[src/hdl/blimp_isa_pkg.sv]
// Architectural definitions for the core
// Data and register widths, opcodes, decoded instruction format

package blimp_isa_pkg;

  // Register data width
  localparam int data_width = 32;

  // Eight architectural registers
  localparam int reg_addr_width = 3;

  // Immediate is zero-extended to data_width
  localparam int imm_width = 16;

  // Supported opcodes
  typedef enum logic [2:0] {
    op_li,
    op_add,
    op_sub,
    op_and,
    op_xor,
    op_mul
  } opcode_e;

  // Decoded instruction as presented on the instruction port
  typedef struct packed {
    opcode_e                   opcode;
    logic [reg_addr_width-1:0] rd;
    logic [reg_addr_width-1:0] rs1;
    logic [reg_addr_width-1:0] rs2;
    logic [imm_width-1:0]      imm;
  } inst_t;

endpackage

[src/hdl/blimp_uarch_pkg.sv]
// Microarchitectural definitions for the core
// Unit select, issue, complete and commit bundles

package blimp_uarch_pkg;

  // Widest sequence number any configuration may use
  // Smaller reorder buffers take the low bits
  localparam int max_seq_bits = 5;

  // Execution unit targets
  typedef enum logic {
    unit_alu,
    unit_mul
  } unit_e;

  // Operation sent from decode to an execution unit
  typedef struct packed {
    blimp_isa_pkg::opcode_e                      opcode;
    logic [max_seq_bits-1:0]                     seq_num;
    logic [blimp_isa_pkg::reg_addr_width-1:0]    rd;
    logic [blimp_isa_pkg::data_width-1:0]        operand_a;
    logic [blimp_isa_pkg::data_width-1:0]        operand_b;
    logic [blimp_isa_pkg::imm_width-1:0]         imm;
  } issue_t;

  // Finished result from an execution unit
  typedef struct packed {
    logic [max_seq_bits-1:0]                  seq_num;
    logic [blimp_isa_pkg::reg_addr_width-1:0] rd;
    logic [blimp_isa_pkg::data_width-1:0]     result;
  } complete_t;

  // Result retired in program order
  typedef struct packed {
    logic [max_seq_bits-1:0]                  seq_num;
    logic [blimp_isa_pkg::reg_addr_width-1:0] waddr;
    logic [blimp_isa_pkg::data_width-1:0]     wdata;
  } commit_t;

endpackage

[src/hdl/alu_unit.sv]
// Single-cycle integer execution unit
// li, add, sub, and, xor with a registered result
`timescale 1ns/10ps

module alu_unit (
  input  logic                       clk,
  input  logic                       reset,
  input  logic                       issue_val,
  input  blimp_uarch_pkg::issue_t    issue,
  output logic                       complete_val,
  output blimp_uarch_pkg::complete_t complete
);

  localparam int pad_width = blimp_isa_pkg::data_width - blimp_isa_pkg::imm_width;

  logic [blimp_isa_pkg::data_width-1:0] result;

  // Operation select
  always_comb begin
    case (issue.opcode)
      blimp_isa_pkg::op_li:  result = {{pad_width{1'b0}}, issue.imm};
      blimp_isa_pkg::op_add: result = issue.operand_a + issue.operand_b;
      blimp_isa_pkg::op_sub: result = issue.operand_a - issue.operand_b;
      blimp_isa_pkg::op_and: result = issue.operand_a & issue.operand_b;
      blimp_isa_pkg::op_xor: result = issue.operand_a ^ issue.operand_b;
      // mul never reaches this unit
      default:               result = '0;
    endcase
  end

  always_ff @(posedge clk) begin
    if (reset) complete_val <= 1'b0;
    else       complete_val <= issue_val;
  end

  // Tag travels with the result
  always_ff @(posedge clk) begin
    if (issue_val) begin
      complete.seq_num <= issue.seq_num;
      complete.rd      <= issue.rd;
      complete.result  <= result;
    end
  end

endmodule

[src/hdl/blimp_core.sv]
// Core top level
// Decode-issue, ALU, pipelined multiplier and writeback-commit joined by struct wires
`timescale 1ns/10ps

module blimp_core #(
  parameter int p_seq_num_bits = 3,
  parameter int p_mul_stages   = 3
) (
  input  logic                     clk,
  input  logic                     reset,
  input  logic                     inst_req,
  input  blimp_isa_pkg::inst_t     inst,
  output logic                     inst_ack,
  output logic                     trace_val,
  output blimp_uarch_pkg::commit_t trace
);

  // --------------------------------------------------
  // Internal bundles
  // --------------------------------------------------

  logic                       alu_issue_val;
  blimp_uarch_pkg::issue_t    alu_issue;
  logic                       mul_issue_val;
  blimp_uarch_pkg::issue_t    mul_issue;
  logic                       alu_complete_val;
  blimp_uarch_pkg::complete_t alu_complete;
  logic                       mul_complete_val;
  blimp_uarch_pkg::complete_t mul_complete;
  logic                       commit_val;
  blimp_uarch_pkg::commit_t   commit;
  logic                       rob_full;
  logic                       issue_seen;

  // Either unit taking an op claims a ROB slot
  assign issue_seen = alu_issue_val | mul_issue_val;

  // Commits are published as the trace
  assign trace_val = commit_val;
  assign trace     = commit;

  // --------------------------------------------------
  // Units
  // --------------------------------------------------

  decode_issue_unit u_diu (
    .clk           (clk),
    .reset         (reset),
    .inst_req      (inst_req),
    .inst          (inst),
    .inst_ack      (inst_ack),
    .rob_full      (rob_full),
    .commit_val    (commit_val),
    .commit        (commit),
    .alu_issue_val (alu_issue_val),
    .alu_issue     (alu_issue),
    .mul_issue_val (mul_issue_val),
    .mul_issue     (mul_issue)
  );

  alu_unit u_alu (
    .clk          (clk),
    .reset        (reset),
    .issue_val    (alu_issue_val),
    .issue        (alu_issue),
    .complete_val (alu_complete_val),
    .complete     (alu_complete)
  );

  pipelined_multiplier #(
    .p_mul_stages (p_mul_stages)
  ) u_mul (
    .clk          (clk),
    .reset        (reset),
    .issue_val    (mul_issue_val),
    .issue        (mul_issue),
    .complete_val (mul_complete_val),
    .complete     (mul_complete)
  );

  writeback_commit_unit #(
    .p_seq_num_bits (p_seq_num_bits)
  ) u_wcu (
    .clk              (clk),
    .reset            (reset),
    .alu_complete_val (alu_complete_val),
    .alu_complete     (alu_complete),
    .mul_complete_val (mul_complete_val),
    .mul_complete     (mul_complete),
    .issue_seen       (issue_seen),
    .rob_full         (rob_full),
    .commit_val       (commit_val),
    .commit           (commit)
  );

endmodule

[src/hdl/decode_issue_unit.sv]
// Decode and issue stage
// Register file, pending-write scoreboard, four-phase instruction port,
// in-order dispatch to the ALU and the multiplier
`timescale 1ns/10ps

module decode_issue_unit (
  input  logic                     clk,
  input  logic                     reset,
  input  logic                     inst_req,
  input  blimp_isa_pkg::inst_t     inst,
  output logic                     inst_ack,
  input  logic                     rob_full,
  input  logic                     commit_val,
  input  blimp_uarch_pkg::commit_t commit,
  output logic                     alu_issue_val,
  output blimp_uarch_pkg::issue_t  alu_issue,
  output logic                     mul_issue_val,
  output blimp_uarch_pkg::issue_t  mul_issue
);

  // ack_low is the cycle right after an exchange closes
  typedef enum logic [1:0] {
    idle,
    ack_high,
    ack_low
  } state_e;

  localparam int num_regs = 1 << blimp_isa_pkg::reg_addr_width;

  state_e                                   state_q;
  logic [blimp_isa_pkg::data_width-1:0]     regs_q [num_regs];
  logic [num_regs-1:0]                      pending_q;
  logic [blimp_uarch_pkg::max_seq_bits-1:0] seq_q;
  blimp_uarch_pkg::issue_t                  issue_q;
  blimp_uarch_pkg::unit_e                   target;
  logic                                     uses_rs;
  logic                                     hazard;
  logic                                     fire;

  // --------------------------------------------------
  // Decode and hazard check
  // --------------------------------------------------

  // Only mul goes to the multiplier
  always_comb begin
    case (inst.opcode)
      blimp_isa_pkg::op_mul: target = blimp_uarch_pkg::unit_mul;
      default:               target = blimp_uarch_pkg::unit_alu;
    endcase
  end

  // li reads no source registers
  assign uses_rs = (inst.opcode != blimp_isa_pkg::op_li);

  // No bypass, so wait on any in-flight write to rd, rs1 or rs2
  assign hazard = pending_q[inst.rd]
                | (uses_rs & (pending_q[inst.rs1] | pending_q[inst.rs2]));

  assign fire = inst_req & (state_q != ack_high) & ~hazard & ~rob_full;

  // --------------------------------------------------
  // Four-phase port
  // --------------------------------------------------

  always_ff @(posedge clk) begin
    if (reset) begin
      state_q <= idle;
    end else begin
      case (state_q)
        // Hold ack until the request drops
        ack_high: if (!inst_req) state_q <= ack_low;
        default:  state_q <= fire ? ack_high : idle;
      endcase
    end
  end

  assign inst_ack = (state_q == ack_high);

  // --------------------------------------------------
  // Register file, scoreboard, sequence numbers
  // --------------------------------------------------

  always_ff @(posedge clk) begin
    if (reset) begin
      pending_q <= '0;
      seq_q     <= '0;
      for (int i = 0; i < num_regs; i++) begin
        regs_q[i] <= '0;
      end
    end else begin
      // Commit writes back and frees the register
      if (commit_val) begin
        regs_q[commit.waddr]    <= commit.wdata;
        pending_q[commit.waddr] <= 1'b0;
      end
      // Claim rd at issue
      if (fire) begin
        pending_q[inst.rd] <= 1'b1;
        seq_q              <= seq_q + 1'b1;
      end
    end
  end

  // --------------------------------------------------
  // Issue registers
  // --------------------------------------------------

  always_ff @(posedge clk) begin
    if (reset) begin
      alu_issue_val <= 1'b0;
      mul_issue_val <= 1'b0;
    end else begin
      alu_issue_val <= fire & (target == blimp_uarch_pkg::unit_alu);
      mul_issue_val <= fire & (target == blimp_uarch_pkg::unit_mul);
    end
  end

  // Operands read straight from the register file
  always_ff @(posedge clk) begin
    if (fire) begin
      issue_q.opcode    <= inst.opcode;
      issue_q.seq_num   <= seq_q;
      issue_q.rd        <= inst.rd;
      issue_q.operand_a <= regs_q[inst.rs1];
      issue_q.operand_b <= regs_q[inst.rs2];
      issue_q.imm       <= inst.imm;
    end
  end

  // One payload, the valids pick the unit
  assign alu_issue = issue_q;
  assign mul_issue = issue_q;

endmodule

[src/hdl/pipelined_multiplier.sv]
// Multiply unit pipelined over a configurable number of stages
// Low word of the product, one new multiply per cycle
`timescale 1ns/10ps

module pipelined_multiplier #(
  parameter int p_mul_stages = 3
) (
  input  logic                       clk,
  input  logic                       reset,
  input  logic                       issue_val,
  input  blimp_uarch_pkg::issue_t    issue,
  output logic                       complete_val,
  output blimp_uarch_pkg::complete_t complete
);

  localparam int dw = blimp_isa_pkg::data_width;

  logic [2*dw-1:0]            full_product;
  logic [p_mul_stages-1:0]    val_q;
  blimp_uarch_pkg::complete_t stage_q [p_mul_stages];

  assign full_product = issue.operand_a * issue.operand_b;

  // --------------------------------------------------
  // Stage valids
  // --------------------------------------------------

  always_ff @(posedge clk) begin
    if (reset) begin
      val_q <= '0;
    end else begin
      val_q[0] <= issue_val;
      for (int i = 1; i < p_mul_stages; i++) begin
        val_q[i] <= val_q[i-1];
      end
    end
  end

  // --------------------------------------------------
  // Stage payload
  // --------------------------------------------------

  // First stage captures the truncated product and tag
  always_ff @(posedge clk) begin
    stage_q[0].seq_num <= issue.seq_num;
    stage_q[0].rd      <= issue.rd;
    stage_q[0].result  <= full_product[dw-1:0];
    // Later stages just carry it along
    for (int i = 1; i < p_mul_stages; i++) begin
      stage_q[i] <= stage_q[i-1];
    end
  end

  // Last stage is the output
  assign complete_val = val_q[p_mul_stages-1];
  assign complete     = stage_q[p_mul_stages-1];

endmodule

[src/hdl/writeback_commit_unit.sv]
// Reorder buffer with in-order commit
// Two completion write ports, one commit per cycle, commit also drives the trace
`timescale 1ns/10ps

module writeback_commit_unit #(
  parameter int p_seq_num_bits = 3
) (
  input  logic                       clk,
  input  logic                       reset,
  input  logic                       alu_complete_val,
  input  blimp_uarch_pkg::complete_t alu_complete,
  input  logic                       mul_complete_val,
  input  blimp_uarch_pkg::complete_t mul_complete,
  input  logic                       issue_seen,
  output logic                       rob_full,
  output logic                       commit_val,
  output blimp_uarch_pkg::commit_t   commit
);

  localparam int depth = 1 << p_seq_num_bits;

  logic [blimp_isa_pkg::reg_addr_width-1:0] rob_rd   [depth];
  logic [blimp_isa_pkg::data_width-1:0]     rob_data [depth];
  logic [depth-1:0]                         done_q;
  logic [p_seq_num_bits-1:0]                head_q;
  logic [p_seq_num_bits:0]                  count_q;
  logic [p_seq_num_bits-1:0]                alu_idx;
  logic [p_seq_num_bits-1:0]                mul_idx;
  logic [blimp_uarch_pkg::max_seq_bits-1:0] head_seq;
  logic                                     head_done;

  // ROB slot is the low bits of the sequence number
  assign alu_idx = alu_complete.seq_num[p_seq_num_bits-1:0];
  assign mul_idx = mul_complete.seq_num[p_seq_num_bits-1:0];

  assign head_done = done_q[head_q];

  // Count tops out at depth, so the MSB alone means full
  assign rob_full = count_q[p_seq_num_bits];

  // Trace shows sequence numbers modulo the ROB depth
  always_comb begin
    head_seq                       = '0;
    head_seq[p_seq_num_bits-1:0]   = head_q;
  end

  // --------------------------------------------------
  // Control state
  // --------------------------------------------------

  always_ff @(posedge clk) begin
    if (reset) begin
      done_q     <= '0;
      head_q     <= '0;
      count_q    <= '0;
      commit_val <= 1'b0;
    end else begin
      if (alu_complete_val) done_q[alu_idx] <= 1'b1;
      if (mul_complete_val) done_q[mul_idx] <= 1'b1;
      // Retire oldest entry once done
      if (head_done) begin
        done_q[head_q] <= 1'b0;
        head_q         <= head_q + 1'b1;
      end
      commit_val <= head_done;
      // Occupancy, grows at issue and shrinks at commit
      case ({issue_seen, head_done})
        2'b10:   count_q <= count_q + 1'b1;
        2'b01:   count_q <= count_q - 1'b1;
        default: count_q <= count_q;
      endcase
    end
  end

  // --------------------------------------------------
  // Result storage and commit payload
  // --------------------------------------------------

  always_ff @(posedge clk) begin
    if (alu_complete_val) begin
      rob_rd[alu_idx]   <= alu_complete.rd;
      rob_data[alu_idx] <= alu_complete.result;
    end
    if (mul_complete_val) begin
      rob_rd[mul_idx]   <= mul_complete.rd;
      rob_data[mul_idx] <= mul_complete.result;
    end
    if (head_done) begin
      commit.seq_num <= head_seq;
      commit.waddr   <= rob_rd[head_q];
      commit.wdata   <= rob_data[head_q];
    end
  end

endmodule

[config.mk]
export PLATFORM = sky130hd
export DESIGN_NAME = blimp_core
export DESIGN_NICKNAME = d
export VERILOG_FILES = /design/src/hdl/blimp_isa_pkg.sv /design/src/hdl/blimp_uarch_pkg.sv /design/src/hdl/alu_unit.sv /design/src/hdl/blimp_core.sv /design/src/hdl/decode_issue_unit.sv /design/src/hdl/pipelined_multiplier.sv /design/src/hdl/writeback_commit_unit.sv
export SDC_FILE = /design/constraint.sdc
export NUM_CORES = 2
export LEC_CHECK = 0
export ABC_CLOCK_PERIOD_IN_PS = 20200
export BUFFER_PORTS_ARGS = -buffer_cell sky130_fd_sc_hd__buf_2
export CORE_MARGIN = 2
export CORE_UTILIZATION = 50
export CTS_BUF_LIST = sky130_fd_sc_hd__clkbuf_2
export DETAILED_ROUTE_END_ITERATION = 10
export PLACE_DENSITY = 0.63
export SETUP_SLACK_MARGIN = 0.5
export SYNTH_ARGS = -nofsm -noshare
export SYNTH_HDL_FRONTEND = slang
export SYNTH_SLANG_ARGS = --single-unit
[constraint.sdc]
create_clock -name clk -period 20.2 [get_ports clk]
set_input_delay 1.01 -clock clk [delete_from_list [all_inputs] [get_ports clk]]
set_output_delay 1.01 -clock clk [all_outputs]
set_load 0.05 [all_outputs]
### After elaboration in Yosys (flattened, before gate mapping)

Memory sizes are Yosys's and may differ from the RTL's. A register that Yosys moved wholly into a read port is not among the register bits.
Index checks and enable logic that the tools add are counted.

* flip-flop bits (word level): 105
* RAM bits: 656
* output and inout port bits: 42
* logic and storage cells: 126
* memories: 4

Memory list
* u_diu.regs_q: depth 8, bits a word 32, rd ports 2, clocked after memory_dff 2, write ports 8, RTL line decode_issue_unit.sv:31 `logic [blimp_isa_pkg::data_width-1:0] regs_q [num_regs];`
* u_wcu.rob_data: depth 8, bits a word 32, rd ports 1, clocked after memory_dff 1, write ports 2, RTL line writeback_commit_unit.sv:23 `logic [blimp_isa_pkg::data_width-1:0] rob_data [depth];`
* u_mul.stage_q: depth 3, bits a word 40, rd ports 3, clocked after memory_dff 0, write ports 3, RTL line pipelined_multiplier.sv:20 `blimp_uarch_pkg::complete_t stage_q [p_mul_stages];`
* u_wcu.rob_rd: depth 8, bits a word 3, rd ports 1, clocked after memory_dff 1, write ports 2, RTL line writeback_commit_unit.sv:22 `logic [blimp_isa_pkg::reg_addr_width-1:0] rob_rd [depth];`

* $add $sub $neg: 6
* multiply operators: 1
* magnitude comparators: 12
* equality and inequality tests: 10
* mux-type cells: 44
* bitwise gates (word level): 21
* reductions and logical operators: 9

Operators by type and width (number)
* $pmux 32 s5: 1
* $mux 8: 8
* $add 32x32->32: 1
* $and 32x32->32: 1
* $mul 32x32->32: 1
* $mux 32: 1
* $reduce_or 32->1: 1
* $sub 32x32->32: 1
* $xor 32x32->32: 1
* $lt 3x4->1 const B: 7
* $or 8x8->8: 3
* $mux 1: 21
* $and 8x8->8: 2
* $not 8->8: 2
* $demux 1 s3: 5
* $ge 3x1->1 const B: 5
* $bmux 1 s3: 4
* $pmux 4 s2: 1
* $and 1x1->1: 6
* $eq 3x2->1 const B: 2
* $eq 3x3->1 const B: 2
* $add 5x1->5 const B: 1
* $logic_and 1x1->1: 5
* $add 4x1->4 const B: 1
* 14 further kinds: 20

### Logic depth before layout (Yosys ltp)

* depth in word-level cells: 12
* gate-level depth with buffers: 27

### Cells and area by module

Synthesis repeated with hierarchy kept, for this count alone.

* cell total of the unflattened synthesis: 4381
* area, all modules: 57163.6 um2

By module, submodules not included
* pipelined_multiplier: times used 1, cells each 1897, area each 18680.4 um2, seq. area each 2462.4 um2
* decode_issue_unit: times used 1, cells each 1071, area each 17609.4 um2, seq. area each 10760.3 um2
* writeback_commit_unit: times used 1, cells each 871, area each 16029.1 um2, seq. area each 9869.5 um2
* alu_unit: times used 1, cells each 541, area each 4838.4 um2, seq. area each 1221.2 um2
* blimp_core: times used 1, cells each 1, area each 6.3 um2, seq. area each 0.0 um2

### Least setup slack after synthesis

Ideal clock, no wire load.

* path kind: flip-flop to flip-flop
* start: register u_diu.alu_issue[22] (netlist name)
* end: memory u_mul.stage_q[0][30] (netlist bit)
* arrival time: 6882 ps
* required time: 20082 ps
* slack: 13200 ps
* cell stages (with the launch flop): 25
* path buffers: 2
* period minus slack after synthesis: 7000 ps
* cells stage by stage: edfxtp_1 -> clkbuf_1 -> clkbuf_1 -> and2_1 -> fa_1 -> fa_1 -> inv_1 -> fa_1 -> fa_1 -> inv_1 -> fa_1 -> fa_1 -> inv_1 -> fa_1 -> fa_1 -> inv_1 -> ha_1 -> and3_1 -> a221oi_1 -> a32o_1 -> a211oi_1 -> o21a_1 -> o21a_1 -> o41a_1 -> xor2_1

RTL lines (RTL line)
* to (decl): pipelined_multiplier.sv:20

==> impl_metrics.env <==
export IMPL_cp_data_required_time_ns=21.65
export IMPL_cts_buffers=214
export IMPL_cts_root_buf="clkbuf_2"
export IMPL_syn_area_per_cell_um2=13.06
export IMPL_crit_chain="and2_1, fa_1, fa_1, fa_1, inv_1, fa_1, inv_1, fa_1, fa_1, fa_1, fa_1, ha_1, and3_1, a221oi_1, a32o_1, a211oi_1, o21a_1, o21a_1, o41a_1, xor2_1"
export IMPL_fmax_mhz=131.1
export IMPL_crit_fanout=23
export IMPL_async_flop_share_pct=0
export IMPL_yosysUniqueCellTypes=76
export IMPL_tightest_slew_ns=1.182
export IMPL_syn_to_final_growth_pct=8.069
export IMPL_cp_depth=20
export IMPL_synthFlopType="edfxtp_1"
export IMPL_clk_latency_ns=1.63
export IMPL_ys_seq_elements=850
export IMPL_post_dp_hpwl_um=99380
export IMPL_startpoint_type="flop"
export IMPL_port_buffers=70
export IMPL_period_minus_slack_ns=7.627
export IMPL_dr_pass1_iters=5
export IMPL_layout_commonest_cell="edfxtp_1"
export IMPL_fin_setup_tns_ns=0
export IMPL_vias=34529
export IMPL_io_pins=73
export IMPL_rrSetupSlack_ns=12.57
export IMPL_yosysSeqAreaShare_pct=43.74
export IMPL_finalMaxSlewViolations=0
export IMPL_fin_crit_sh_pct=37.76
export IMPL_ctsLongestPathBuffers=3
export IMPL_grt_overflow=0
export IMPL_fp_row_count=121
export IMPL_fillers=9208
export IMPL_cts_clk_slew_worst_paths_ns=0.11
export IMPL_ant_nets=0
export IMPL_cp_arrival_ns=9.07
export IMPL_r2r_end="u_mul.stage_q[0][30]"
export IMPL_drc=0
export IMPL_finalNetCount=5003
export IMPL_rsz0062_at_grt="no"
export IMPL_initial_core_util_pct=50.47
export IMPL_drive_above_1_share_pct=25.27
export IMPL_grt_antenna_before_repair=6
export IMPL_outcome="completed"
export IMPL_core_um2=108900
export IMPL_worst_path_max_delay_cell="edfxtp_1"
export IMPL_critPathMaxStageDelay_ns=1.14
export IMPL_crit_end="u_mul.stage_q[0][30]"
export IMPL_die_w_um=335.5
export IMPL_grt_pass1_vias=36359
export IMPL_drt_total_wl_um=156100
export IMPL_grt_pass1_wl_um=234200
export IMPL_cts_htree_levels=4
export IMPL_grt_max_degree=65
export IMPL_die_h_um=335.5
export IMPL_drt_wirelength_per_cell_um=26.15
export IMPL_reg2reg_depth=20
export IMPL_place_congestion=0.8980
export IMPL_vias_per_cell=5.785
export IMPL_timing_critical_path_buf_inv=2
export IMPL_finalHoldViolations=0
export IMPL_r2r_start="u_diu.alu_issue[58]"
export IMPL_maxCapViolations=0
export IMPL_clkSinkCount=850
export IMPL_crit_top_cell="fa_1"
export IMPL_dieArea_um2=112500
export IMPL_cts_tree="built"
export IMPL_finClkSkew_ns=0.2022
export IMPL_synth_edf_count=701
export IMPL_endpoint_kind="flop"
export IMPL_hp_class="input port to flop"
export IMPL_final_cell_mix="701 x edfxtp_1, 507 x and2_1, 433 x inv_1, 410 x fa_1, 379 x mux2_2"
export IMPL_netlist_area_um2=54940
export IMPL_hold_depth=3
export IMPL_relSlewSlack_pct=21.21
export IMPL_drt_initial_drc_count=3313
export IMPL_crit_family="adder cells"
export IMPL_track_usage_pct=28.52
export IMPL_syn_inst=4208
export IMPL_finalSetupViolCount=0
export IMPL_path_class="flop to flop"
export IMPL_yosysWarnings=0
export IMPL_startpoint="u_diu.alu_issue[58]"
worst min-delay path by stage:
| stage | from | endpoint | slack, ns |
|---|---|---|---|
| 6_report | inst[16] | u_diu.alu_issue[43] | 0.21 |
| 5_1_grt | inst[9] | u_diu.alu_issue[9] | 0.09 |
| 4_1_cts | inst[18] | u_diu.alu_issue[27] | 0.003 |
| 3_5_place_dp | u_mul.stage_q[0][71] | u_mul.stage_q[0][111] | 0.31 |
| 3_3_place_gp | u_mul.stage_q[0][50] | u_mul.stage_q[0][90] | 0.31 |
| 2_1_floorplan | u_mul.stage_q[0][60] | u_mul.stage_q[0][100] | 0.31 |
stage by stage:
| step | instances | util [%] | instance area [um2] | hold WS, ns | worst slack (ns) |
|---|---|---|---|---|---|
| finish | 5969 | 54.54 | 59370 | 0.2053 | 12.57 |
| global route | 5968 | 54.54 | 59370 | 0.09320 | 12.23 |
| CTS | 5961 | 54.53 | 59350 | 0.003414 | 12.55 |
| detailed placement | 5537 | 52.36 | 57000 | 0.3121 | 12.70 |
| global placement | 5537 | 52.36 | 57000 | 0.3107 | 12.79 |
| floorplan | 4209 | - | 54940 | 0.3096 | 13.20 |
synthesized netlist by cell type (4+ instances only):
master / count / area share (%)
a21oi_1: 60 / 0.55
o211ai_1: 6 / 0.082
inv_1: 433 / 3.0
ha_1: 192 / 4.4
a21o_1: 22 / 0.30
clkbuf_1: 212 / 1.4
nor4_1: 5 / 0.057
nand2b_1: 17 / 0.19
mux2i_1: 9 / 0.16
nor2b_1: 13 / 0.15
o221ai_1: 8 / 0.13
nor3_1: 27 / 0.25
nand3_1: 13 / 0.12
mux2_2: 379 / 7.8
buf_1: 27 / 0.18
a31oi_1: 9 / 0.10
xor2_1: 49 / 0.78
o21bai_1: 11 / 0.15
dfxtp_1: 149 / 5.4
or3_1: 9 / 0.10
o32ai_1: 5 / 0.080
nand2_1: 340 / 2.3
edfxtp_1: 701 / 38
mux4_2: 204 / 8.4
nor2_1: 81 / 0.55
a211o_1: 5 / 0.080
and3_1: 10 / 0.11
xnor2_1: 99 / 1.6
a22oi_1: 22 / 0.30
o31ai_1: 7 / 0.096
and2_1: 507 / 5.8
o21a_1: 15 / 0.20
o21ai_0: 54 / 0.49
o22ai_1: 8 / 0.091
nor3b_1: 6 / 0.082
or2_2: 6 / 0.068
fa_1: 410 / 15
a31o_2: 5 / 0.080
o41ai_1: 4 / 0.064
a211oi_1: 13 / 0.18
state kept, by name, indices dropped and copies added (netlist names), 24 cells and up:
| name | flops |
|---|---|
| u_alu.complete | 38 |
| u_diu.alu_issue | 89 |
| u_diu.regs_q | 256 |
| u_mul.stage_q | 114 |
| u_wcu.commit | 38 |
| u_wcu.rob_data | 256 |
| u_wcu.rob_rd | 24 |
cells by family (layout without fill, tap and decap cells):
| family | count (synthesis) | in the layout | synth area share, % |
|---|---|---|---|
| flops | 850 | 850 | 43.74 |
| compound gates | 291 | 291 | 3.605 |
| other cells | 1 | 10 | 0.006826 |
| xor+xnor | 149 | 149 | 2.389 |
| mux | 592 | 592 | 16.29 |
| buf+inv | 674 | 1012 | 4.619 |
| simple gates | 1049 | 1049 | 10.03 |
| fa+ha+maj | 602 | 602 | 19.31 |
layer usage:
metal  global-route usage [%]  wire, um  vias up
met4                    10.91      5285        0
met2                    45.24     73130     1434
met1                    39.73     66240    17792
met5                        0         0        -
li1                         -         -    15065
met3                    4.435     11450      238
tightest hold or removal path, delay by kind of cell:
| kind | cells | cell delay [ns] |
|---|---|---|
| muxes | 2 | 0.39 |
| buffers and inverters | 1 | 0.26 |
cell type report:
class | count | area [um2] | share of cell area [%]
antenna | 8 | 20.02 | 0.03372
tap | 1414 | 1769 | 2.980
multi-input combinational | 2685 | 28560 | 48.11
inverter | 433 | 1625 | 2.737
timing repair buffer | 186 | 1304 | 2.196
clock inverter | 54 | 350.3 | 0.5901
clock buffer | 339 | 1697 | 2.858
sequential | 850 | 24040 | 40.49
timing repair:
item,in CTS,in global routing
setup buffers,0,0
hold buffers,31,0
resized for setup,0,0
endpoints found under the setup margin,0,0
endpoints found under the hold margin,56,0
Power is left out: the tool's default activity adds up to more than one toggle a clock period on the data nets, which glitch-free logic cannot reach.
